## src/source/turfio_pkg.sv

```systemverilog
package turfio_pkg;

    // lane geometry
    // eight cin lanes share one link clock
    localparam int NUM_LANES = 8;
    localparam int LANE_W = $clog2(NUM_LANES);

    // deserializer hands over one nibble per cycle
    localparam int NIBBLE_W = 4;
    localparam int NIBBLES_PER_WORD = 8;
    localparam int WORD_W = NIBBLE_W * NIBBLES_PER_WORD;

    // word offset and phase counter both count nibbles within a word
    localparam int OFFSET_W = $clog2(NIBBLES_PER_WORD);

    // bit error counting
    // interval is in words, count needs one extra bit to hold a full interval
    localparam int INTERVAL_W = 24;
    localparam int ERRCNT_W = 25;

    // training word the remote end sends while idle
    localparam logic [WORD_W-1:0] TRAIN_VALUE = 32'hA55A6996;

    // register port
    localparam int ADDR_W = 12;

    // address fields
    // bit 11 high selects lane space, bits 10:8 pick the lane
    localparam int ADR_LANE_SPACE_BIT = 11;
    localparam int ADR_LANE_LSB = 8;
    // top bit of the offset inside one lane
    localparam int ADR_UPPER_BIT = 7;

    // per-lane register offsets
    // control levels: local reset and bitslip reset
    localparam logic [ADR_UPPER_BIT:0] REG_LANE_CTRL = 8'h00;
    // latched bit error count, read only
    localparam logic [ADR_UPPER_BIT:0] REG_LANE_ERRCNT = 8'h04;
    // read gives the captured word, write slips one nibble
    localparam logic [ADR_UPPER_BIT:0] REG_LANE_CAPTURE = 8'hC0;
    // write loads the error interval and restarts counting
    localparam logic [ADR_UPPER_BIT:0] REG_LANE_INTERVAL = 8'hE0;

    // bit positions in the lane control register
    localparam int CTRL_LOCAL_RST_BIT = 0;
    localparam int CTRL_BITSLIP_RST_BIT = 1;

    // global space
    // the only global register holds the shared word offset
    localparam logic [ADDR_W-1:0] REG_GLOBAL_CTRL = 12'h000;
    localparam int GLOBAL_OFFSET_LSB = 8;

    // read select passed from the front end to readback
    localparam int RSEL_W = 2;
    localparam logic [RSEL_W-1:0] RSEL_NONE = 2'd0;
    localparam logic [RSEL_W-1:0] RSEL_CTRL = 2'd1;
    localparam logic [RSEL_W-1:0] RSEL_ERRCNT = 2'd2;
    localparam logic [RSEL_W-1:0] RSEL_CAPTURE = 2'd3;

endpackage
```

## src/source/lane_ctrl_if.sv

```systemverilog
`timescale 1ns/1ps

interface lane_ctrl_if
    import turfio_pkg::*;
();

    // controls from the register front end
    // levels
    logic                  local_rst;
    logic                  bitslip_rst;
    // single-cycle pulses
    logic                  bitslip;
    logic                  interval_load;
    // interval length in words, held by the front end
    logic [INTERVAL_W-1:0] interval;

    // status from the lane
    // word_valid marks the cycle in which word is aligned
    logic [WORD_W-1:0]     word;
    logic                  word_valid;
    logic [WORD_W-1:0]     capture;
    logic [ERRCNT_W-1:0]   err_count;

    modport front (output local_rst, bitslip_rst, bitslip, interval_load, interval);

    modport lane (
        input  local_rst, bitslip_rst, bitslip, interval_load, interval,
        output word, word_valid, capture, err_count
    );

    // readback sees the control levels too so they can be read back
    modport readback (input local_rst, bitslip_rst, word, word_valid, capture, err_count);

endinterface

```

## src/source/turfio_cin_top.sv

```systemverilog
`timescale 1ns/1ps

module turfio_cin_top
    import turfio_pkg::*;
(
    input  logic                          cin_clk_i,
    input  logic                          rst_i,
    // four-phase register port
    input  logic                          req_i,
    input  logic                          we_i,
    input  logic [ADDR_W-1:0]             adr_i,
    input  logic [WORD_W-1:0]             wdat_i,
    output logic                          ack_o,
    output logic [WORD_W-1:0]             rdat_o,
    // deserialized nibbles, lane 0 in the low bits
    input  logic [NUM_LANES*NIBBLE_W-1:0] cin_i,
    // aligned words and their strobes
    output logic [NUM_LANES*WORD_W-1:0]   cin_response_o,
    output logic [NUM_LANES-1:0]          cin_valid_o
);

    logic [OFFSET_W-1:0] offset;
    logic [LANE_W-1:0]   rd_lane;
    logic [RSEL_W-1:0]   rd_reg;
    logic [WORD_W-1:0]   rd_data;

    // one control bundle per lane
    lane_ctrl_if lane_ctrl [NUM_LANES] ();

    cin_reg_front u_front (
        .cin_clk_i (cin_clk_i),
        .rst_i     (rst_i),
        .req_i     (req_i),
        .we_i      (we_i),
        .adr_i     (adr_i),
        .wdat_i    (wdat_i),
        .rd_data_i (rd_data),
        .ack_o     (ack_o),
        .rdat_o    (rdat_o),
        .offset_o  (offset),
        .rd_lane_o (rd_lane),
        .rd_reg_o  (rd_reg),
        .lane_o    (lane_ctrl)
    );

    for (genvar g = 0; g < NUM_LANES; g++) begin : g_lane
        cin_lane u_lane (
            .cin_clk_i (cin_clk_i),
            .rst_i     (rst_i),
            .cin_i     (cin_i[g*NIBBLE_W +: NIBBLE_W]),
            .offset_i  (offset),
            .ctrl_o    (lane_ctrl[g])
        );
    end

    cin_readback u_readback (
        .cin_clk_i      (cin_clk_i),
        .rst_i          (rst_i),
        .rd_lane_i      (rd_lane),
        .rd_reg_i       (rd_reg),
        .lane_i         (lane_ctrl),
        .rd_data_o      (rd_data),
        .cin_response_o (cin_response_o),
        .cin_valid_o    (cin_valid_o)
    );

endmodule

```

## src/source/cin_readback.sv

```systemverilog
`timescale 1ns/1ps

module cin_readback
    import turfio_pkg::*;
(
    input  logic                          cin_clk_i,
    input  logic                          rst_i,
    input  logic [LANE_W-1:0]             rd_lane_i,
    input  logic [RSEL_W-1:0]             rd_reg_i,
    lane_ctrl_if.readback                 lane_i [NUM_LANES],
    output logic [WORD_W-1:0]             rd_data_o,
    output logic [NUM_LANES*WORD_W-1:0]   cin_response_o,
    output logic [NUM_LANES-1:0]          cin_valid_o
);

    // read data of every lane for the current select
    logic [WORD_W-1:0] lane_rd [NUM_LANES];

    for (genvar g = 0; g < NUM_LANES; g++) begin : g_lane
        // response word, no reset on the payload
        always_ff @(posedge cin_clk_i) begin
            cin_response_o[g*WORD_W +: WORD_W] <= lane_i[g].word;
        end

        // valid strobe
        always_ff @(posedge cin_clk_i) begin
            if (rst_i) begin
                cin_valid_o[g] <= 1'b0;
            end else begin
                cin_valid_o[g] <= lane_i[g].word_valid;
            end
        end

        // per-lane read mux, fields zero-extended
        always_comb begin
            lane_rd[g] = '0;
            case (rd_reg_i)
                RSEL_CTRL: begin
                    lane_rd[g][CTRL_LOCAL_RST_BIT] = lane_i[g].local_rst;
                    lane_rd[g][CTRL_BITSLIP_RST_BIT] = lane_i[g].bitslip_rst;
                end
                RSEL_ERRCNT:  lane_rd[g][ERRCNT_W-1:0] = lane_i[g].err_count;
                RSEL_CAPTURE: lane_rd[g] = lane_i[g].capture;
                default:      lane_rd[g] = '0;
            endcase
        end
    end

    // addressed lane
    assign rd_data_o = lane_rd[rd_lane_i];

endmodule

```

## src/source/cin_lane.sv

```systemverilog
`timescale 1ns/1ps

module cin_lane
    import turfio_pkg::*;
(
    input  logic                cin_clk_i,
    input  logic                rst_i,
    input  logic [NIBBLE_W-1:0] cin_i,
    input  logic [OFFSET_W-1:0] offset_i,
    lane_ctrl_if.lane           ctrl_o
);

    // nibble history, newest nibble in the low end
    logic [WORD_W-1:0]     sreg;
    // nibble position within the word
    logic [OFFSET_W-1:0]   phase;
    // phase moved into its value this cycle
    // low after a slip so a held phase does not present twice
    logic                  phase_new;
    logic                  phase_rst;
    logic                  lane_clr;
    logic                  word_valid;
    logic                  word_err;
    logic [WORD_W-1:0]     capture_q;
    // interval bookkeeping
    logic [INTERVAL_W-1:0] word_cnt;
    logic [ERRCNT_W-1:0]   err_acc;
    logic [ERRCNT_W-1:0]   err_count_q;
    logic                  interval_end;

    // any reset sends the phase back to zero
    assign phase_rst = rst_i || ctrl_o.local_rst || ctrl_o.bitslip_rst;
    // bitslip reset leaves the data path alone
    assign lane_clr = rst_i || ctrl_o.local_rst;

    // shift in one nibble per cycle
    always_ff @(posedge cin_clk_i) begin
        if (lane_clr) begin
            sreg <= '0;
        end else begin
            sreg <= {sreg[WORD_W-NIBBLE_W-1:0], cin_i};
        end
    end

    // phase counter
    // bitslip freezes it for one cycle, moving the boundary one nibble
    always_ff @(posedge cin_clk_i) begin
        if (phase_rst) begin
            phase <= '0;
            phase_new <= 1'b0;
        end else begin
            phase_new <= !ctrl_o.bitslip;
            if (!ctrl_o.bitslip) begin
                phase <= phase + 1'b1;
            end
        end
    end

    // word boundary where the phase meets the shared offset
    assign word_valid = phase_new && (phase == offset_i);

    // compare against the training pattern
    assign word_err = (sreg != TRAIN_VALUE);

    // hold the most recent aligned word
    always_ff @(posedge cin_clk_i) begin
        if (lane_clr) begin
            capture_q <= '0;
        end else if (word_valid) begin
            capture_q <= sreg;
        end
    end

    // last word of the current interval
    assign interval_end = (word_cnt == INTERVAL_W'(ctrl_o.interval - 1'b1));

    // error counter
    // counts mismatched words over N words, then latches and restarts
    always_ff @(posedge cin_clk_i) begin
        if (lane_clr) begin
            word_cnt <= '0;
            err_acc <= '0;
            err_count_q <= '0;
        end else if (ctrl_o.interval_load) begin
            // new interval restarts counting, latched result stays
            word_cnt <= '0;
            err_acc <= '0;
        end else if (word_valid) begin
            if (interval_end) begin
                err_count_q <= err_acc + ERRCNT_W'(word_err);
                err_acc <= '0;
                word_cnt <= '0;
            end else begin
                err_acc <= err_acc + ERRCNT_W'(word_err);
                word_cnt <= word_cnt + 1'b1;
            end
        end
    end

    // status to readback
    assign ctrl_o.word = sreg;
    assign ctrl_o.word_valid = word_valid;
    assign ctrl_o.capture = capture_q;
    assign ctrl_o.err_count = err_count_q;

endmodule

```

## src/source/cin_reg_front.sv

```systemverilog
`timescale 1ns/1ps

module cin_reg_front
    import turfio_pkg::*;
(
    input  logic                cin_clk_i,
    input  logic                rst_i,
    input  logic                req_i,
    input  logic                we_i,
    input  logic [ADDR_W-1:0]   adr_i,
    input  logic [WORD_W-1:0]   wdat_i,
    input  logic [WORD_W-1:0]   rd_data_i,
    output logic                ack_o,
    output logic [WORD_W-1:0]   rdat_o,
    output logic [OFFSET_W-1:0] offset_o,
    output logic [LANE_W-1:0]   rd_lane_o,
    output logic [RSEL_W-1:0]   rd_reg_o,
    lane_ctrl_if.front          lane_o [NUM_LANES]
);

    // idle, access cycle, then hold ack until req drops
    typedef enum logic [1:0] {ST_IDLE, ST_ACK, ST_WAIT} front_state_t;

    front_state_t              state;
    logic [ADDR_W-1:0]         adr_q;
    logic                      we_q;
    logic [WORD_W-1:0]         wdat_q;
    logic                      lane_space;
    logic [ADR_UPPER_BIT:0]    lane_ofs;
    logic                      wr_en;
    logic                      wr_global;
    logic                      wr_ctrl;
    logic                      wr_bitslip;
    logic                      wr_interval;
    logic [WORD_W-1:0]         global_rd;
    logic [WORD_W-1:0]         rd_value;

    // address fields of the latched access
    assign lane_space = adr_q[ADR_LANE_SPACE_BIT];
    assign lane_ofs = adr_q[ADR_UPPER_BIT:0];
    assign rd_lane_o = adr_q[ADR_LANE_LSB +: LANE_W];

    // writes take effect in the access cycle only
    assign wr_en = (state == ST_ACK) && we_q;
    assign wr_global = wr_en && (adr_q == REG_GLOBAL_CTRL);
    assign wr_ctrl = wr_en && lane_space && (lane_ofs == REG_LANE_CTRL);
    assign wr_bitslip = wr_en && lane_space && (lane_ofs == REG_LANE_CAPTURE);
    assign wr_interval = wr_en && lane_space && (lane_ofs == REG_LANE_INTERVAL);

    // lane register select for readback, unmapped offsets read zero
    always_comb begin
        rd_reg_o = RSEL_NONE;
        if (lane_space) begin
            case (lane_ofs)
                REG_LANE_CTRL:    rd_reg_o = RSEL_CTRL;
                REG_LANE_ERRCNT:  rd_reg_o = RSEL_ERRCNT;
                REG_LANE_CAPTURE: rd_reg_o = RSEL_CAPTURE;
                default:          rd_reg_o = RSEL_NONE;
            endcase
        end
    end

    // global space only holds the offset field
    always_comb begin
        global_rd = '0;
        if (adr_q == REG_GLOBAL_CTRL) begin
            global_rd[GLOBAL_OFFSET_LSB +: OFFSET_W] = offset_o;
        end
    end

    assign rd_value = lane_space ? rd_data_i : global_rd;

    // handshake: latch on req, access, then ack and wait for req low
    always_ff @(posedge cin_clk_i) begin
        if (rst_i) begin
            state <= ST_IDLE;
            ack_o <= 1'b0;
            rdat_o <= '0;
            adr_q <= '0;
            we_q <= 1'b0;
        end else begin
            case (state)
                ST_IDLE: if (req_i) begin
                    adr_q <= adr_i;
                    we_q <= we_i;
                    state <= ST_ACK;
                end
                ST_ACK: state <= ST_WAIT;
                ST_WAIT: if (!ack_o) begin
                    ack_o <= 1'b1;
                    // writes return zero
                    rdat_o <= we_q ? '0 : rd_value;
                end else if (!req_i) begin
                    ack_o <= 1'b0;
                    state <= ST_IDLE;
                end
                default: state <= ST_IDLE;
            endcase
        end
    end

    always_ff @(posedge cin_clk_i) begin
        if (state == ST_IDLE && req_i) begin
            wdat_q <= wdat_i;
        end
    end

    // shared word offset
    always_ff @(posedge cin_clk_i) begin
        if (rst_i) begin
            offset_o <= '0;
        end else if (wr_global) begin
            offset_o <= wdat_q[GLOBAL_OFFSET_LSB +: OFFSET_W];
        end
    end

    // per-lane control registers
    for (genvar g = 0; g < NUM_LANES; g++) begin : g_lane
        logic                  hit;
        logic                  local_rst_q;
        logic                  bitslip_rst_q;
        logic                  bitslip_q;
        logic                  interval_load_q;
        logic [INTERVAL_W-1:0] interval_q;

        assign hit = (rd_lane_o == LANE_W'(g));

        always_ff @(posedge cin_clk_i) begin
            if (rst_i) begin
                local_rst_q <= 1'b0;
                bitslip_rst_q <= 1'b0;
                bitslip_q <= 1'b0;
                interval_load_q <= 1'b0;
                interval_q <= '0;
            end else begin
                // pulses last the cycle after the access
                bitslip_q <= wr_bitslip && hit;
                interval_load_q <= wr_interval && hit;
                if (wr_ctrl && hit) begin
                    local_rst_q <= wdat_q[CTRL_LOCAL_RST_BIT];
                    bitslip_rst_q <= wdat_q[CTRL_BITSLIP_RST_BIT];
                end
                if (wr_interval && hit) begin
                    interval_q <= wdat_q[INTERVAL_W-1:0];
                end
            end
        end

        assign lane_o[g].local_rst = local_rst_q;
        assign lane_o[g].bitslip_rst = bitslip_rst_q;
        assign lane_o[g].bitslip = bitslip_q;
        assign lane_o[g].interval_load = interval_load_q;
        assign lane_o[g].interval = interval_q;
    end

endmodule

```

## config.mk

```make
export PLATFORM = sky130hd
export DESIGN_NAME = turfio_cin_top
export DESIGN_NICKNAME = d
export VERILOG_FILES = /design/src/source/turfio_pkg.sv /design/src/source/lane_ctrl_if.sv /design/src/source/turfio_cin_top.sv /design/src/source/cin_readback.sv /design/src/source/cin_lane.sv /design/src/source/cin_reg_front.sv
export SDC_FILE = /design/constraint.sdc
export NUM_CORES = 2
export LEC_CHECK = 0
export BUFFER_PORTS_ARGS = -buffer_cell sky130_fd_sc_hd__buf_2
export CORE_AREA = 4 4 428 430
export CTS_CLUSTER_SIZE = 28
export DETAILED_ROUTE_END_ITERATION = 6
export DIE_AREA = 0 0 432 434
export MAX_ROUTING_LAYER = met4
export PLACE_DENSITY = 0.61
export SLEW_MARGIN = 0
export SYNTH_ARGS = -nofsm -noshare
export SYNTH_HDL_FRONTEND = slang
export SYNTH_SLANG_ARGS = --single-unit
export TNS_END_PERCENT = 100
```

## constraint.sdc

```tcl
create_clock -name cin_clk_i -period 3.7 [get_ports cin_clk_i]
set_input_delay 0.74 -clock cin_clk_i [delete_from_list [all_inputs] [get_ports cin_clk_i]]
set_output_delay 0.74 -clock cin_clk_i [all_outputs]
set_load 0.02 [all_outputs]
```

==> results.yml <==
outcome:
  outcome: "finished, violations left"
  violations: "DRC"
detailed_routing:
  num_vias: 58600
  drt_iter0_drc: 4614
  viasPerCell: 5.35
  route.detailed.drc: 2
  wirelength_um: 225000
  ant_nets: 0
  wl_per_cell_um: 20.6
  dr.pass1.iters: 7
clock_network:
  cts_buffers: 177
  clk_pin_slew_ps: 60
  cts_buffer_depth: 3
  cts.sinks: 1699
  cts_tree: "yes"
  htreeDepth: 4
  clk_latency_ps: 850
  ctsHoldBuffers: 0
  cts_root_buf: "clkbuf_16"
floorplanning:
  die_y_um: 434
  io_pins: 377
  fp.coreArea_sq_um: 180000
  die_w_um: 432
  start_util_pct: 39.7
  die_area_sq_um: 187000
  fp-row-count: 156
yosys:
  synth_cell_types: 92
  synth_ff_type: "dfxtp_1"
  synth_nets: 8128
  yosysWarnings: 0
  async_flop_share_pct: 0
  synthCells: 8008
  yosysSeqAreaShare_pct: 48.0
  synth_area_sq_um: 71400
  synth-edff-count: 24
  synth-seq-cells: 1699
  syn_avg_cell_area_sq_um: 8.91
sta:
  worst_pin_slew_ps: 1110
  max_slew_margin_pct: 25.8
  fin_crit_ps: 3620
  holdWs_ps: 90.6
  fin_skew_ps: 68.3
  finalHoldViolCount: 0
  setup_tns_ps: 0
  slew_viol_final: 0
  finalCritPeriodShare_pct: 97.9
  finalSetupViolCount: 0
  maxClockFrequency_mhz: 276
global_route:
  use_met2_pct: 38.5
  grt_pass1_vias: 55800
  grt_usage_pct: 23.9
  grt_max_degree: 123
  busiest_layer: "met2"
  use_met3_pct: 2.93
  antenna_found_initial: 13
  overflow: 0
  grt_pass1_wl_um: 339000
  met1_usage_pct: 30.6
finish:
  multi_input_area_sq_um: 35200
  nets: 8556
  layout-drive-gt1-share_pct: 15.9
  area_delta_synth_final_pct: 17.8
  nFillCells: 17000
  register_area_sq_um: 34300
power:
  power_leakage_uw: 0.0327
  ir_drop_mv: 0.434
  p_per_area_nw_per_um2: 471
placement:
  dp_hpwl_um: 164000
  port_buffers: 368
  gp_congestion: 0.956
worst_setup_path:
  crit_arrival_ps: 4380
  reg2reg_to: "g_lane[3].u_lane.ctrl_o.err_count[8]"
  cp_max_fo: 19
  critical_path.endpoint_type: "flip-flop"
  cp-endpoint: "g_lane[3].u_lane.ctrl_o.err_count[8]"
  regToRegSetupSlack_ps: 80
  cp-start-kind: "flip-flop"
  required_ps: 4460
  crit_path_start: "u_front.lane_o[3].interval[9]"
  worstSetupPathType: "flip-flop to flip-flop"
  reg2reg_depth: 11
  r2r_start: "u_front.lane_o[3].interval[9]"
hold_path:
  hold_depth: 2
  hold_class: "primary input to flip-flop"
flow_run:
  max_cap_violations: 0
==> power breakdown <==
| part | internal [uW] | total [uW] | switching [uW] |
|---|---|---|---|
| sequential | 18600 | 19000 | 357 |
| combinational | 674 | 2080 | 1410 |
| clock | 10800 | 18600 | 7820 |
| total | 30000 | 39600 | 9590 |
==> synthesized netlist by cell type (all sizes together) (24+ instances only) <==
master  instances  area, sq um
dfxtp        1675        33500
nand2        1459         5480
nor2          715         2680
a21oi         650         3250
clkbuf        428         1630
xnor2         373         3270
xor2          308         2700
and2          279         1750
nand3         273         1370
mux2i         208         2080
nor3          162          837
nand4         123          776
mux4          117         2640
and3          103          644
nor4          102          657
o21ai          98          494
buf            92          482
or4            73          556
inv            66          248
a31oi          61          382
or3            59          374
nor2b          42          263
ha             40          500
or2            37          231
nor4bb         31          310
nand3b         28          210
nand2b         25          156
a22o           24          210
and4           24          210
edfxtp         24          721
nand4b         24          210
==> critical path, stage by stage (launching register included) <==
cell,delay (ps)
dfxtp_1,310
or4_4,550
or4_4,460
or4_4,500
a211oi_2,230
nor2_1,90
or4_4,560
nor3_4,250
buf_12,160
clkbuf_16,190
nor2_1,70
a211oi_2,180
==> metrics by stage <==
step	instances	area [sq um]	util, %	worst slack, ps	total power, uW
5_1_grt	11000	84100	46.8	-3.65	40800
3_5_place_dp	10600	77500	43.1	-419	21400
4_1_cts	10900	83700	46.5	-1.59	39900
2_1_floorplan	8008	71400	-	-0.410	20500
6_report	11000	84100	46.8	78.0	39600
3_3_place_gp	10600	77500	43.1	-367	21400
==> state kept, by name, summed over array words and instances, names as in the netlist, 12 cells and up <==
signal,flops
g_lane.u_lane.ctrl_o.capture,256
u_front.adr_q,12
u_front.lane_o.interval,192
g_lane.u_lane.phase,24
g_lane.u_lane.ctrl_o.err_count,200
g_lane.u_lane.err_acc,200
g_lane.u_lane.ctrl_o.word,256
u_readback.cin_response_o,256
g_lane.u_lane.word_cnt,192
u_front.wdat_q,24
u_front.rdat_o,32
==> routing by layer <==
metal	routed length (um)	vias to the layer above
met5	0	-
met4	9510	0
met3	12100	378
met2	106000	1688
met1	98100	28300
li1	-	28200
==> repair_timing <==
item,in CTS,in global routing
endpoints found under the hold margin,0,0
buffers inserted,0,3
setup endpoints to repair,52,338
gates resized for setup,6,60
cloned,0,3
pin swaps,0,7
==> cell families (layout without fill, tap and decap cells) <==
| logic type | Yosys count | count (layout) | share of synthesized area [%] |
|---|---|---|---|
| xor+xnor | 682 | 682 | 8.39 |
| other cells | 0 | 2 | 0 |
| simple gates | 3622 | 3622 | 24.2 |
| compound gates | 1043 | 1043 | 8.61 |
| buf+inv | 586 | 1159 | 3.31 |
| flops | 1699 | 1699 | 48.0 |
| fa+ha+maj | 40 | 40 | 0.701 |
| mux | 336 | 336 | 6.78 |
==> cell usage in the layout (no fill, tap or decap), types with 91 or more instances in the layout <==
cell,Yosys,routed
a21oi_1,650,649
and2_1,278,278
and3_1,103,102
buf_2,37,367
buf_4,8,368
clkbuf_16,0,182
dfxtp_1,1675,1668
mux2i_1,208,208
mux4_2,117,117
nand2_1,1459,1458
nand3_1,273,272
nand4_1,122,122
nor2_1,715,711
nor3_1,158,153
o21ai_0,94,91
xnor2_1,373,373
xor2_1,308,308
==> layout make-up <==
type,instances,area share (%)
multi-input cells,5723,41.8
flip-flops and latches,1699,40.8
repair buffers,769,6.28
clock buffers,246,6.01
well taps,2370,3.53
clock inverters,78,1.29
inverters,66,0.295
diodes,2,0.00595
==> how the worst min path moves through the flow <==
stage | start | end | slack [ps]
floorplan | g_lane[4].u_lane.ctrl_o.word[30] | u_readback.cin_response_o[158] | 340
global placement | g_lane[1].u_lane.ctrl_o.word[29] | u_readback.cin_response_o[61] | 360
detailed placement | g_lane[1].u_lane.ctrl_o.word[29] | u_readback.cin_response_o[61] | 360
CTS | wdat_i[1] | u_front.wdat_q[1] | 40
global route | wdat_i[1] | u_front.wdat_q[1] | 60
finish | cin_i[29] | g_lane[7].u_lane.ctrl_o.word[1] | 90
(Power assumes the default switching activity.)
